### src/pi_bus_pkg.sv
// ==============================
// PI-bus wire-level package
// address, data, opcode and
// acknowledge encodings
// ==============================
`default_nettype none

package pi_bus_pkg;

   // word address, top two bits select the slave
   typedef logic [29:0] addr_t;

   typedef logic [31:0] data_t;

   typedef logic [3:0] opc_t;

   typedef logic [2:0] ack_t;

   // opcodes
   localparam opc_t OPC_NOP  = 4'h0;   // no transfer
   localparam opc_t OPC_WORD = 4'h1;   // single word

   // slave acknowledge codes
   localparam ack_t ACK_NON = 3'b000;  // nobody answers
   localparam ack_t ACK_WAT = 3'b001;  // insert wait
   localparam ack_t ACK_RDY = 3'b010;  // data valid, done
   localparam ack_t ACK_ERR = 3'b011;  // bus error

endpackage

`default_nettype wire

### src/pi_agent_pkg.sv
// ==============================
// PI-bus agent package
// command response status codes
// ==============================
`default_nettype none

package pi_agent_pkg;

   typedef logic [1:0] status_t;

   localparam status_t ST_OK   = 2'd0;   // RDY seen
   localparam status_t ST_ERR  = 2'd1;   // ERR from slave
   localparam status_t ST_TOUT = 2'd2;   // controller timed out

endpackage

`default_nettype wire

### src/pi_bus_ctrl.sv
// ==============================
// PI-bus controller
// round-robin arbiter with lock,
// bus mux, select and timeout
// ==============================
`timescale 1ns/1ps
`default_nettype none

module pi_bus_ctrl
   import pi_bus_pkg::*;
#(
   parameter int TOUT_LIMIT = 16
)
(
   input  logic  clk,
   input  logic  rst_n,

   input  logic  req0,
   input  logic  req1,
   input  addr_t addr0,
   input  addr_t addr1,
   input  opc_t  opc0,
   input  opc_t  opc1,
   input  logic  read0,
   input  logic  read1,
   input  logic  lock0,
   input  logic  lock1,
   input  data_t wdata0,
   input  data_t wdata1,
   input  ack_t  ack,

   output logic  gnt0,
   output logic  gnt1,
   output logic  owner,
   output addr_t bus_addr,
   output opc_t  bus_opc,
   output logic  bus_read,
   output data_t bus_wdata,
   output logic  sel,
   output logic  tout
);

   localparam int TCNT_W = $clog2(TOUT_LIMIT + 1);

   typedef enum logic [1:0] {
      BUS_IDLE,
      BUS_REQ,
      BUS_ADDR,
      BUS_DATA
   } bus_state_t;

   bus_state_t        state;
   logic [TCNT_W-1:0] tout_cnt;
   logic              lock_hold;      // bus parked for a locked owner

   logic              in_xfer;
   logic              ack_end;
   logic              xfer_end;
   logic              req_own;
   logic              req_oth;
   logic              lock_own;
   logic              hold;
   logic              win_valid;
   logic              win_owner;
   logic              grant;

   // owner's fields onto the shared bus
   assign bus_addr  = owner ? addr1  : addr0;
   assign bus_opc   = owner ? opc1   : opc0;
   assign bus_read  = owner ? read1  : read0;
   assign bus_wdata = owner ? wdata1 : wdata0;

   // single slave lives where both top address bits are one
   assign sel = (bus_opc != OPC_NOP) && (bus_addr[29:28] == 2'b11);

   assign in_xfer  = (state == BUS_ADDR) || (state == BUS_DATA);
   assign ack_end  = (ack == ACK_RDY) || (ack == ACK_ERR);
   assign tout     = in_xfer && !ack_end && (tout_cnt == TCNT_W'(TOUT_LIMIT - 1));
   assign xfer_end = in_xfer && (ack_end || tout);

   // requests seen from the current owner's point of view
   assign req_own  = owner ? req1  : req0;
   assign req_oth  = owner ? req0  : req1;
   assign lock_own = owner ? lock1 : lock0;

   // in idle the parked lock counts, at the end of a transfer the live one
   assign hold = (state == BUS_IDLE) ? lock_hold : lock_own;

   // other master first, unless the owner keeps the bus locked
   assign win_valid = hold ? req_own : (req_own || req_oth);
   assign win_owner = (!hold && req_oth) ? ~owner : owner;

   assign grant = win_valid && ((state == BUS_IDLE) || xfer_end);

   always_ff @(posedge clk)
   begin
      if (!rst_n)
      begin
         gnt0     <= 1'b0;
         gnt1     <= 1'b0;
         owner    <= 1'b1;           // so master 0 wins the first round
         tout_cnt <= '0;
      end
      else
      begin
         gnt0 <= 1'b0;                // gnt is a single pulse
         gnt1 <= 1'b0;
         if (grant)
         begin
            owner    <= win_owner;
            gnt0     <= ~win_owner;
            gnt1     <= win_owner;
            tout_cnt <= '0;
         end
         else if (in_xfer)
         begin
            tout_cnt <= tout_cnt + 1'b1;
         end
      end
   end

   always_ff @(posedge clk)
   begin
      if (!rst_n)
      begin
         state     <= BUS_IDLE;
         lock_hold <= 1'b0;
      end
      else
      begin
         case (state)
            BUS_IDLE:
            begin
               if (grant)
               begin
                  state <= BUS_REQ;
               end
            end
            BUS_REQ:
            begin
               state <= BUS_ADDR;     // owner puts its fields out next
            end
            BUS_ADDR, BUS_DATA:
            begin
               if (xfer_end)
               begin
                  lock_hold <= lock_own;
                  state     <= grant ? BUS_REQ : BUS_IDLE;
               end
               else
               begin
                  state <= BUS_DATA;  // WAT or NON, keep waiting
               end
            end
            default:
            begin
               state <= BUS_IDLE;
            end
         endcase
      end
   end

endmodule

`default_nettype wire

### src/pi_bus_master.sv
// ==============================
// PI-bus master agent
// one command in, one bus
// transfer, one response out
// ==============================
`timescale 1ns/1ps
`default_nettype none

module pi_bus_master
   import pi_bus_pkg::*;
   import pi_agent_pkg::*;
#(
   parameter int MASTER_ID = 0
)
(
   input  logic    clk,
   input  logic    rst_n,

   input  logic    cmd_valid,
   input  logic    cmd_read,
   input  logic    cmd_lock,
   input  addr_t   cmd_addr,
   input  data_t   cmd_wdata,
   output logic    cmd_ready,

   output logic    rsp_valid,
   output data_t   rsp_rdata,
   output status_t rsp_status,

   output logic    req,
   input  logic    gnt,
   input  logic    owner,
   output addr_t   addr,
   output opc_t    opc,
   output logic    read,
   output logic    lock,
   output data_t   wdata,
   input  ack_t    ack,
   input  data_t   rdata,
   input  logic    tout
);

   typedef enum logic [1:0] {
      M_IDLE,
      M_REQ,
      M_XFER,
      M_RSP
   } mst_state_t;

   mst_state_t state;
   addr_t      addr_q;
   data_t      wdata_q;
   logic       read_q;
   logic       lock_q;
   logic       mine;
   logic       done;

   assign cmd_ready = (state == M_IDLE);
   assign req       = (state == M_REQ);
   assign rsp_valid = (state == M_RSP);

   // transfer fields, opcode only while we own the bus
   assign addr  = addr_q;
   assign wdata = wdata_q;
   assign read  = read_q;
   assign opc   = (state == M_XFER) ? OPC_WORD : OPC_NOP;
   assign lock  = (state == M_XFER) && lock_q;

   assign mine = (owner == 1'(MASTER_ID));
   assign done = (state == M_XFER) && mine
                 && ((ack == ACK_RDY) || (ack == ACK_ERR) || tout);

   always_ff @(posedge clk)
   begin
      if (!rst_n)
      begin
         state <= M_IDLE;
      end
      else
      begin
         case (state)
            M_IDLE:  if (cmd_valid) state <= M_REQ;
            M_REQ:   if (gnt) state <= M_XFER;
            M_XFER:  if (done) state <= M_RSP;
            default: state <= M_IDLE;    // M_RSP lasts one cycle
         endcase
      end
   end

   // command capture
   always_ff @(posedge clk)
   begin
      if (cmd_valid && cmd_ready)
      begin
         addr_q  <= cmd_addr;
         wdata_q <= cmd_wdata;
         read_q  <= cmd_read;
         lock_q  <= cmd_lock;
      end
   end

   // response capture, ack wins over a coincident timeout
   always_ff @(posedge clk)
   begin
      if (done)
      begin
         if (ack == ACK_RDY)
         begin
            rsp_status <= ST_OK;
            rsp_rdata  <= rdata;
         end
         else if (ack == ACK_ERR)
         begin
            rsp_status <= ST_ERR;
         end
         else
         begin
            rsp_status <= ST_TOUT;
         end
      end
   end

endmodule

`default_nettype wire

### src/pi_mem_slave.sv
// ==============================
// PI-bus memory slave
// word memory with wait states
// and out-of-range error
// ==============================
`timescale 1ns/1ps
`default_nettype none

module pi_mem_slave
   import pi_bus_pkg::*;
#(
   parameter int WAIT_STATES = 2,
   parameter int DEPTH_LOG2  = 6
)
(
   input  logic  clk,
   input  logic  rst_n,
   input  logic  sel,
   input  addr_t bus_addr,
   input  opc_t  bus_opc,
   input  logic  bus_read,
   input  data_t bus_wdata,
   output ack_t  ack,
   output data_t rdata
);

   localparam int WCNT_W = (WAIT_STATES > 1) ? $clog2(WAIT_STATES) : 1;

   data_t             mem [2**DEPTH_LOG2];
   logic              sel_q;
   logic              busy;
   logic [WCNT_W-1:0] wcnt;
   logic              start;
   logic              last_wait;
   logic              respond;
   logic              ok;
   logic [DEPTH_LOG2-1:0] idx;

   assign start     = sel && !sel_q;
   assign last_wait = (wcnt == WCNT_W'(WAIT_STATES - 1));
   assign respond   = sel && ((start && (WAIT_STATES == 0)) || (busy && last_wait));

   // bits between the index and the select bits must be clear
   assign ok  = !(|bus_addr[27:DEPTH_LOG2]) && (bus_opc == OPC_WORD);
   assign idx = bus_addr[DEPTH_LOG2-1:0];

   always_ff @(posedge clk)
   begin
      if (!rst_n)
      begin
         sel_q <= 1'b0;
         busy  <= 1'b0;
         wcnt  <= '0;
         ack   <= ACK_NON;
      end
      else
      begin
         sel_q <= sel;
         if (!sel)
         begin
            busy <= 1'b0;             // transfer gone, drop any count
            ack  <= ACK_NON;
         end
         else if (respond)
         begin
            busy <= 1'b0;
            ack  <= ok ? ACK_RDY : ACK_ERR;
         end
         else if (start)
         begin
            busy <= 1'b1;
            wcnt <= '0;
            ack  <= ACK_WAT;
         end
         else if (busy)
         begin
            wcnt <= wcnt + 1'b1;
            ack  <= ACK_WAT;
         end
         else
         begin
            ack <= ACK_NON;           // answered, wait for sel to fall
         end
      end
   end

   always_ff @(posedge clk)
   begin
      if (!rst_n)
      begin
         for (int i = 0; i < 2**DEPTH_LOG2; i++)
         begin
            mem[i] <= '0;
         end
      end
      else if (respond && ok && !bus_read)
      begin
         mem[idx] <= bus_wdata;      // lands with RDY
      end
   end

   always_ff @(posedge clk)
   begin
      if (respond && ok && bus_read)
      begin
         rdata <= mem[idx];
      end
   end

endmodule

`default_nettype wire

### src/pi_bus_top.sv
// ==============================
// PI-bus subsystem top
// two masters, controller and
// one memory slave
// ==============================
`timescale 1ns/1ps
`default_nettype none

module pi_bus_top
   import pi_bus_pkg::*;
   import pi_agent_pkg::*;
#(
   parameter int TOUT_LIMIT  = 16,
   parameter int WAIT_STATES = 2,
   parameter int DEPTH_LOG2  = 6
)
(
   input  logic    clk,
   input  logic    rst_n,

   input  logic    cmd_valid0,
   input  logic    cmd_read0,
   input  logic    cmd_lock0,
   input  addr_t   cmd_addr0,
   input  data_t   cmd_wdata0,
   output logic    cmd_ready0,
   output logic    rsp_valid0,
   output data_t   rsp_rdata0,
   output status_t rsp_status0,

   input  logic    cmd_valid1,
   input  logic    cmd_read1,
   input  logic    cmd_lock1,
   input  addr_t   cmd_addr1,
   input  data_t   cmd_wdata1,
   output logic    cmd_ready1,
   output logic    rsp_valid1,
   output data_t   rsp_rdata1,
   output status_t rsp_status1
);

   logic  req0, req1, gnt0, gnt1;
   logic  read0, read1, lock0, lock1;
   addr_t addr0, addr1, bus_addr;
   opc_t  opc0, opc1, bus_opc;
   data_t wdata0, wdata1, bus_wdata, rdata;
   logic  owner, bus_read, sel, tout;
   ack_t  ack;

   pi_bus_master #(.MASTER_ID(0)) u_master0 (
      .clk(clk), .rst_n(rst_n),
      .cmd_valid(cmd_valid0), .cmd_read(cmd_read0), .cmd_lock(cmd_lock0),
      .cmd_addr(cmd_addr0), .cmd_wdata(cmd_wdata0), .cmd_ready(cmd_ready0),
      .rsp_valid(rsp_valid0), .rsp_rdata(rsp_rdata0), .rsp_status(rsp_status0),
      .req(req0), .gnt(gnt0), .owner(owner),
      .addr(addr0), .opc(opc0), .read(read0), .lock(lock0), .wdata(wdata0),
      .ack(ack), .rdata(rdata), .tout(tout)
   );

   pi_bus_master #(.MASTER_ID(1)) u_master1 (
      .clk(clk), .rst_n(rst_n),
      .cmd_valid(cmd_valid1), .cmd_read(cmd_read1), .cmd_lock(cmd_lock1),
      .cmd_addr(cmd_addr1), .cmd_wdata(cmd_wdata1), .cmd_ready(cmd_ready1),
      .rsp_valid(rsp_valid1), .rsp_rdata(rsp_rdata1), .rsp_status(rsp_status1),
      .req(req1), .gnt(gnt1), .owner(owner),
      .addr(addr1), .opc(opc1), .read(read1), .lock(lock1), .wdata(wdata1),
      .ack(ack), .rdata(rdata), .tout(tout)
   );

   pi_bus_ctrl #(.TOUT_LIMIT(TOUT_LIMIT)) u_ctrl (
      .clk(clk), .rst_n(rst_n),
      .req0(req0), .req1(req1), .addr0(addr0), .addr1(addr1),
      .opc0(opc0), .opc1(opc1), .read0(read0), .read1(read1),
      .lock0(lock0), .lock1(lock1), .wdata0(wdata0), .wdata1(wdata1),
      .ack(ack), .gnt0(gnt0), .gnt1(gnt1), .owner(owner),
      .bus_addr(bus_addr), .bus_opc(bus_opc), .bus_read(bus_read),
      .bus_wdata(bus_wdata), .sel(sel), .tout(tout)
   );

   pi_mem_slave #(.WAIT_STATES(WAIT_STATES), .DEPTH_LOG2(DEPTH_LOG2)) u_slave (
      .clk(clk), .rst_n(rst_n), .sel(sel),
      .bus_addr(bus_addr), .bus_opc(bus_opc), .bus_read(bus_read),
      .bus_wdata(bus_wdata), .ack(ack), .rdata(rdata)
   );

endmodule

`default_nettype wire

### config.mk
export PLATFORM = sky130hd
export DESIGN_NAME = pi_bus_top
export DESIGN_NICKNAME = d
export VERILOG_FILES = /design/src/pi_bus_pkg.sv /design/src/pi_agent_pkg.sv /design/src/pi_bus_ctrl.sv /design/src/pi_bus_master.sv /design/src/pi_mem_slave.sv /design/src/pi_bus_top.sv
export SDC_FILE = /design/constraint.sdc
export NUM_CORES = 2
export LEC_CHECK = 0
export ABC_AREA = 1
export ABC_CLOCK_PERIOD_IN_PS = 3550
export BUFFER_PORTS_ARGS = -buffer_cell sky130_fd_sc_hd__buf_2
export CAP_MARGIN = 20
export CORE_ASPECT_RATIO = 1.2
export CORE_MARGIN = 2
export CORE_UTILIZATION = 57
export DETAILED_ROUTE_END_ITERATION = 8
export PLACE_DENSITY = 0.76
export SLEW_MARGIN = 20
export SYNTH_ARGS = -nofsm -noshare
export SYNTH_HDL_FRONTEND = slang
export SYNTH_SLANG_ARGS = --single-unit
### constraint.sdc
create_clock -name clk -period 3.55 [get_ports clk]
set_input_delay 0.5325 -clock clk [delete_from_list [all_inputs] [get_ports clk]]
set_output_delay 0.5325 -clock clk [all_outputs]
set_load 0.02 [all_outputs]
==> Flow_metrics.wiki <==
{| class="wikitable"
! Metric !! Value
|-
| Mapped cell area || 106,700 µm²
|-
| CTS buffer count || approximately 220
|-
| Cell-by-cell trace of the critical path || inv_4 > nand2_1 > nand2_8 > buf_12 > buf_12 > buf_4 > nand2_1 > nand3_1 > o21ai_0 > o21ai_0 > nand2_1 > nor2_1 > nand2_1
|-
| Share of the core filled with cells || 0.6528
|-
| Die boundary width || approximately 400 µm
|-
| Reg2Reg Depth || 13
|-
| Remaining max-slew budget at the tightest pin || 0.3736
|-
| Global-route wire length before repair || around 480 mm
|-
| Source-to-sink clock delay at the later pin of the worst-skew pair || 910 ps
|-
| Placeable core region || about 190,000 µm²
|-
| Crit end category || register
|-
| Data arrival time of the worst path || roughly 4200 ps
|-
| Clock tree from TritonCTS || built
|-
| Final hold violation count || 0
|-
| Startpoint of the worst-slack reg-to-reg timing path || u_ctrl.owner
|-
| Clock tree root buffer cell || sky130_fd_sc_hd__clkbuf_16
|-
| WL/cell || ~23 µm
|-
| Portion of the post-synthesis area used by sequential elements || 0.6444
|-
| Minimum clock period || 3514 ps
|-
| Synth Area per Inst || 9.247 µm²
|-
| Clock-pin transition on the worst setup and hold timing paths || about 60 ps
|-
| GR Overflow Total || 0
|-
| Syn nets || roughly 12,000
|-
| Vias in the first global route || about 80,000
|-
| Count of input and output buffers || ~200
|-
| DP Area || between 100,000 and 150,000 µm²
|-
| Detailed-routing iteration count for the pre-antenna-repair pass || 9
|-
| Post-route antenna net violation count || 0
|-
| R2r setup slk || 40 ps
|-
| Worst-case vdd ir drop || approximately 700 µV
|-
| Number of standard cells in the final layout excluding fillers || approximately 14,000
|-
| Via density per instance || between 5 and 6
|-
| Fill cell count || about 14,000
|-
| Post-route DRC violation count || 0
|-
| Number of buffer and inverter instances along the worst setup path || 4
|-
| First DRT Iteration DRCs || 11,330
|-
| Worst Min Path Start || cmd_valid0
|-
| Areal power density over the cells || 675.2 nW/µm²
|-
| Worst r2r dst || u_slave.rdata[31]
|-
| Number of buffers on the longest clock path || 3
|-
| Delay of the slowest cell on the worst path || between 500 and 600 ps
|-
| DP Cell Count || between 10,000 and 15,000
|-
| Crit path top cell by count || sky130_fd_sc_hd__nand2_1
|-
| Highest-delay cell along the critical path || sky130_fd_sc_hd__o21ai_0
|-
| Required time at the endpoint of the critical path || 4180 ps
|-
| Layout overhead on the synthesized area || 13.51%
|-
| Postcts setup bufs || 0
|-
| Count of vias placed by the detailed router || just over 80,000
|-
| Post-synthesis register bit count || about 2,300
|-
| Leakage power total || about 55 nW
|-
| Net count reported at finish || approximately 12,000
|-
| Maximum frequency from static timing analysis || roughly 280 MHz
|-
| Largest fanout on the critical path || 74
|-
| Die outline area || 190,600 µm²
|-
| Mapped Cells || 11,536
|-
| Weighted congestion reported at the end of routability-driven placement || 0.9449
|-
| Effective utilization at floorplan || 0.5751
|-
| Site Rows || between 150 and 200
|-
| Vert. Die Dim || roughly 480 µm
|-
| Clock H-tree levels || 4
|-
| Min-Delay Endpoint || u_master0.state[1]
|-
| Initial antenna violation count || 8
|-
| Reported max-cap violation count || 0
|-
| Maximum number of pins on one net before global-route repair || 92
|-
| Number of sinks on the clock net || roughly 2,300
|-
| Total Routing Usage GR || 0.3424
|-
| Final setup fails || 0
|-
| Finished Cell Area || 121,100 µm²
|-
| Number of distinct library cells after synthesis || 39
|-
| Number of top-level pins || 204
|-
| Pins over their slew limit || 0
|-
| Period Utilization, post-route || 0.9898
|-
| Fraction of final layout cells sized beyond drive strength 1 || 0.09267
|-
| Final Skew || 63.93 ps
|-
| Drt total wl || approximately 330 mm
|-
| Hpwl dp || around 200 mm
|-
| Setup Total Neg Slack || 0 ps
|-
| Crit start category || register
|-
| Number of warnings issued by yosys || 0
|-
| Cell depth of the worst min-delay path || 5
|-
| Power consumption || 81.76 mW
|-
| Top cell family by delay on the critical path || buffers and inverters
|-
| Worst Tran Pin Value || ~920 ps
|-
| Kind of critical path || reg2reg
|-
| Result of the run || finished, final reports clean
|-
| Worst hold-check path type || in2reg
|}
## power breakdown
part | leakage, nW | internal (mW) | switching, mW
logic | 27.8 | 6.61 | 19.9
clock network | 3.46 | 13.2 | 10.5
registers | 23.4 | 31.1 | 0.503
total | 54.7 | 50.9 | 30.9
## what timing repair did
item                                   4_1_cts  5_1_grt
gates resized for setup                      2        9
endpoints found under the hold margin      130        0
hold buffers                               129        0
setup endpoints to repair                    1       10
## cell usage after synthesis
cell	n	area share
sky130_fd_sc_hd__edfxtp_1	2276	0.64
sky130_fd_sc_hd__nor3_4	6	0.00091
sky130_fd_sc_hd__nand2_4	4	0.00042
sky130_fd_sc_hd__ha_1	11	0.0013
sky130_fd_sc_hd__and3_1	1	0.000059
sky130_fd_sc_hd__nor3b_1	1	0.000070
sky130_fd_sc_hd__dfxtp_1	20	0.0038
sky130_fd_sc_hd__nor2_4	8	0.00084
sky130_fd_sc_hd__a31oi_1	1	0.000059
sky130_fd_sc_hd__nand2_1	2747	0.097
sky130_fd_sc_hd__buf_4	14	0.00099
sky130_fd_sc_hd__nand2_2	1	0.000059
sky130_fd_sc_hd__buf_1	27	0.00095
sky130_fd_sc_hd__nand4_2	51	0.0060
sky130_fd_sc_hd__nor2_1	2255	0.079
sky130_fd_sc_hd__mux2i_1	26	0.0024
sky130_fd_sc_hd__o22ai_1	2	0.00012
sky130_fd_sc_hd__inv_4	3	0.00018
sky130_fd_sc_hd__a21oi_1	10	0.00047
sky130_fd_sc_hd__nand4_1	12	0.00070
sky130_fd_sc_hd__buf_6	3	0.00032
sky130_fd_sc_hd__or2_2	3	0.00018
sky130_fd_sc_hd__o211ai_1	1	0.000070
sky130_fd_sc_hd__nand3_1	935	0.044
sky130_fd_sc_hd__and2_1	1	0.000059
sky130_fd_sc_hd__nor3_2	2	0.00019
sky130_fd_sc_hd__o21ai_0	360	0.017
sky130_fd_sc_hd__buf_2	374	0.018
sky130_fd_sc_hd__nor3_1	5	0.00023
sky130_fd_sc_hd__inv_1	1985	0.070
sky130_fd_sc_hd__mux2i_2	6	0.00077
sky130_fd_sc_hd__xor2_1	3	0.00025
sky130_fd_sc_hd__o21ai_1	2	0.000094
sky130_fd_sc_hd__o2111ai_1	1	0.000082
sky130_fd_sc_hd__clkbuf_1	366	0.013
sky130_fd_sc_hd__nor2_2	5	0.00029
sky130_fd_sc_hd__inv_2	6	0.00021
sky130_fd_sc_hd__nand4_4	1	0.00020
sky130_fd_sc_hd__a211oi_1	1	0.000070
## worst max-delay path by stage
stage | startpoint | to | depth (start not counted)
5_1_grt | u_ctrl.owner | u_slave.rdata[30] | 13
3_3_place_gp | u_ctrl.owner | u_slave.rdata[22] | 13
3_5_place_dp | u_ctrl.owner | u_slave.rdata[22] | 13
2_1_floorplan | u_master1.state[0] | u_master1.rsp_rdata[0] | 4
4_1_cts | u_ctrl.owner | u_slave.rdata[8] | 12
6_report | u_ctrl.owner | u_slave.rdata[31] | 13
## cell type report
cell class	instances	area, µm²	area share
Antenna cell	3	7.507	0.00006199
Clock buffer	257	5580	0.04608
Clock inverter	144	1574	0.01300
Inverter	1994	7492	0.06187
Multi-Input combinational cell	6462	27440	0.2266
Sequential cell	2296	68750	0.5677
Tap cell	2450	3065	0.02531
Timing Repair Buffer	793	7188	0.05936
## layer usage
layer	wire, µm	part of all wire	global-route usage	vias up
met4	29170	0.089	0.2565	6
met3	38520	0.12	0.06659	1132
met2	151500	0.46	0.5427	5446
met1	109300	0.33	0.4159	38321
li1	-	-	-	36409
met5	42	0.00013	0	-
## metrics by stage
step	setup slack, ps	hold slack, ps
6_report	36.08	125.0
5_1_grt	-0.5791	151.8
4_1_cts	33.17	52.26
3_5_place_dp	-227.0	473.0
3_3_place_gp	-217.4	450.7
2_1_floorplan	209.1	421.5
## kinds of logic after synthesis
group,share of synthesized area
AO/OA/AOI/OAI,0.01785
XOR/XNOR,0.0002463
adder cells (fa/ha/maj),0.001290
buffers and inverters,0.1029
flip-flops,0.6444
multiplexers,0.003214
AND/OR/NAND/NOR,0.2301
## worst reg2reg max path, stage by stage, from the launching register on
cell and delay, ps:
sky130_fd_sc_hd__dfxtp_4 430, sky130_fd_sc_hd__inv_4 190, sky130_fd_sc_hd__nand2_1 180, sky130_fd_sc_hd__nand2_8 260, sky130_fd_sc_hd__buf_12 240, sky130_fd_sc_hd__buf_12 360
sky130_fd_sc_hd__buf_4 350, sky130_fd_sc_hd__nand2_1 70, sky130_fd_sc_hd__nand3_1 70, sky130_fd_sc_hd__o21ai_0 160, sky130_fd_sc_hd__o21ai_0 540, sky130_fd_sc_hd__nand2_1 150
sky130_fd_sc_hd__nor2_1 200, sky130_fd_sc_hd__nand2_1 70
## placed cells by master, fill, tap and decap left out, drive strengths merged, types with 10 or more instances in the layout
master	n
a21oi	10
buf	664
bufinv	26
clkbuf	257
clkinv	102
clkinvlp	10
dfxtp	20
dlygate4sd3	129
edfxtp	2276
ha	11
inv	2000
mux2i	32
nand2	2752
nand3	935
nand4	64
nor2	2268
nor3	13
o21ai	362
## sequential cells by signal, indices dropped and copies added, names as in the netlist, 5 cells and up
register,flops
u_slave.mem,2048
u_master0.rsp_rdata,32
u_slave.rdata,32
u_master1.addr,30
u_master0.addr,30
u_master1.wdata,32
u_master1.rsp_rdata,32
u_ctrl.tout_cnt,5
u_master0.wdata,32
Power figures use the tool's default switching activity.
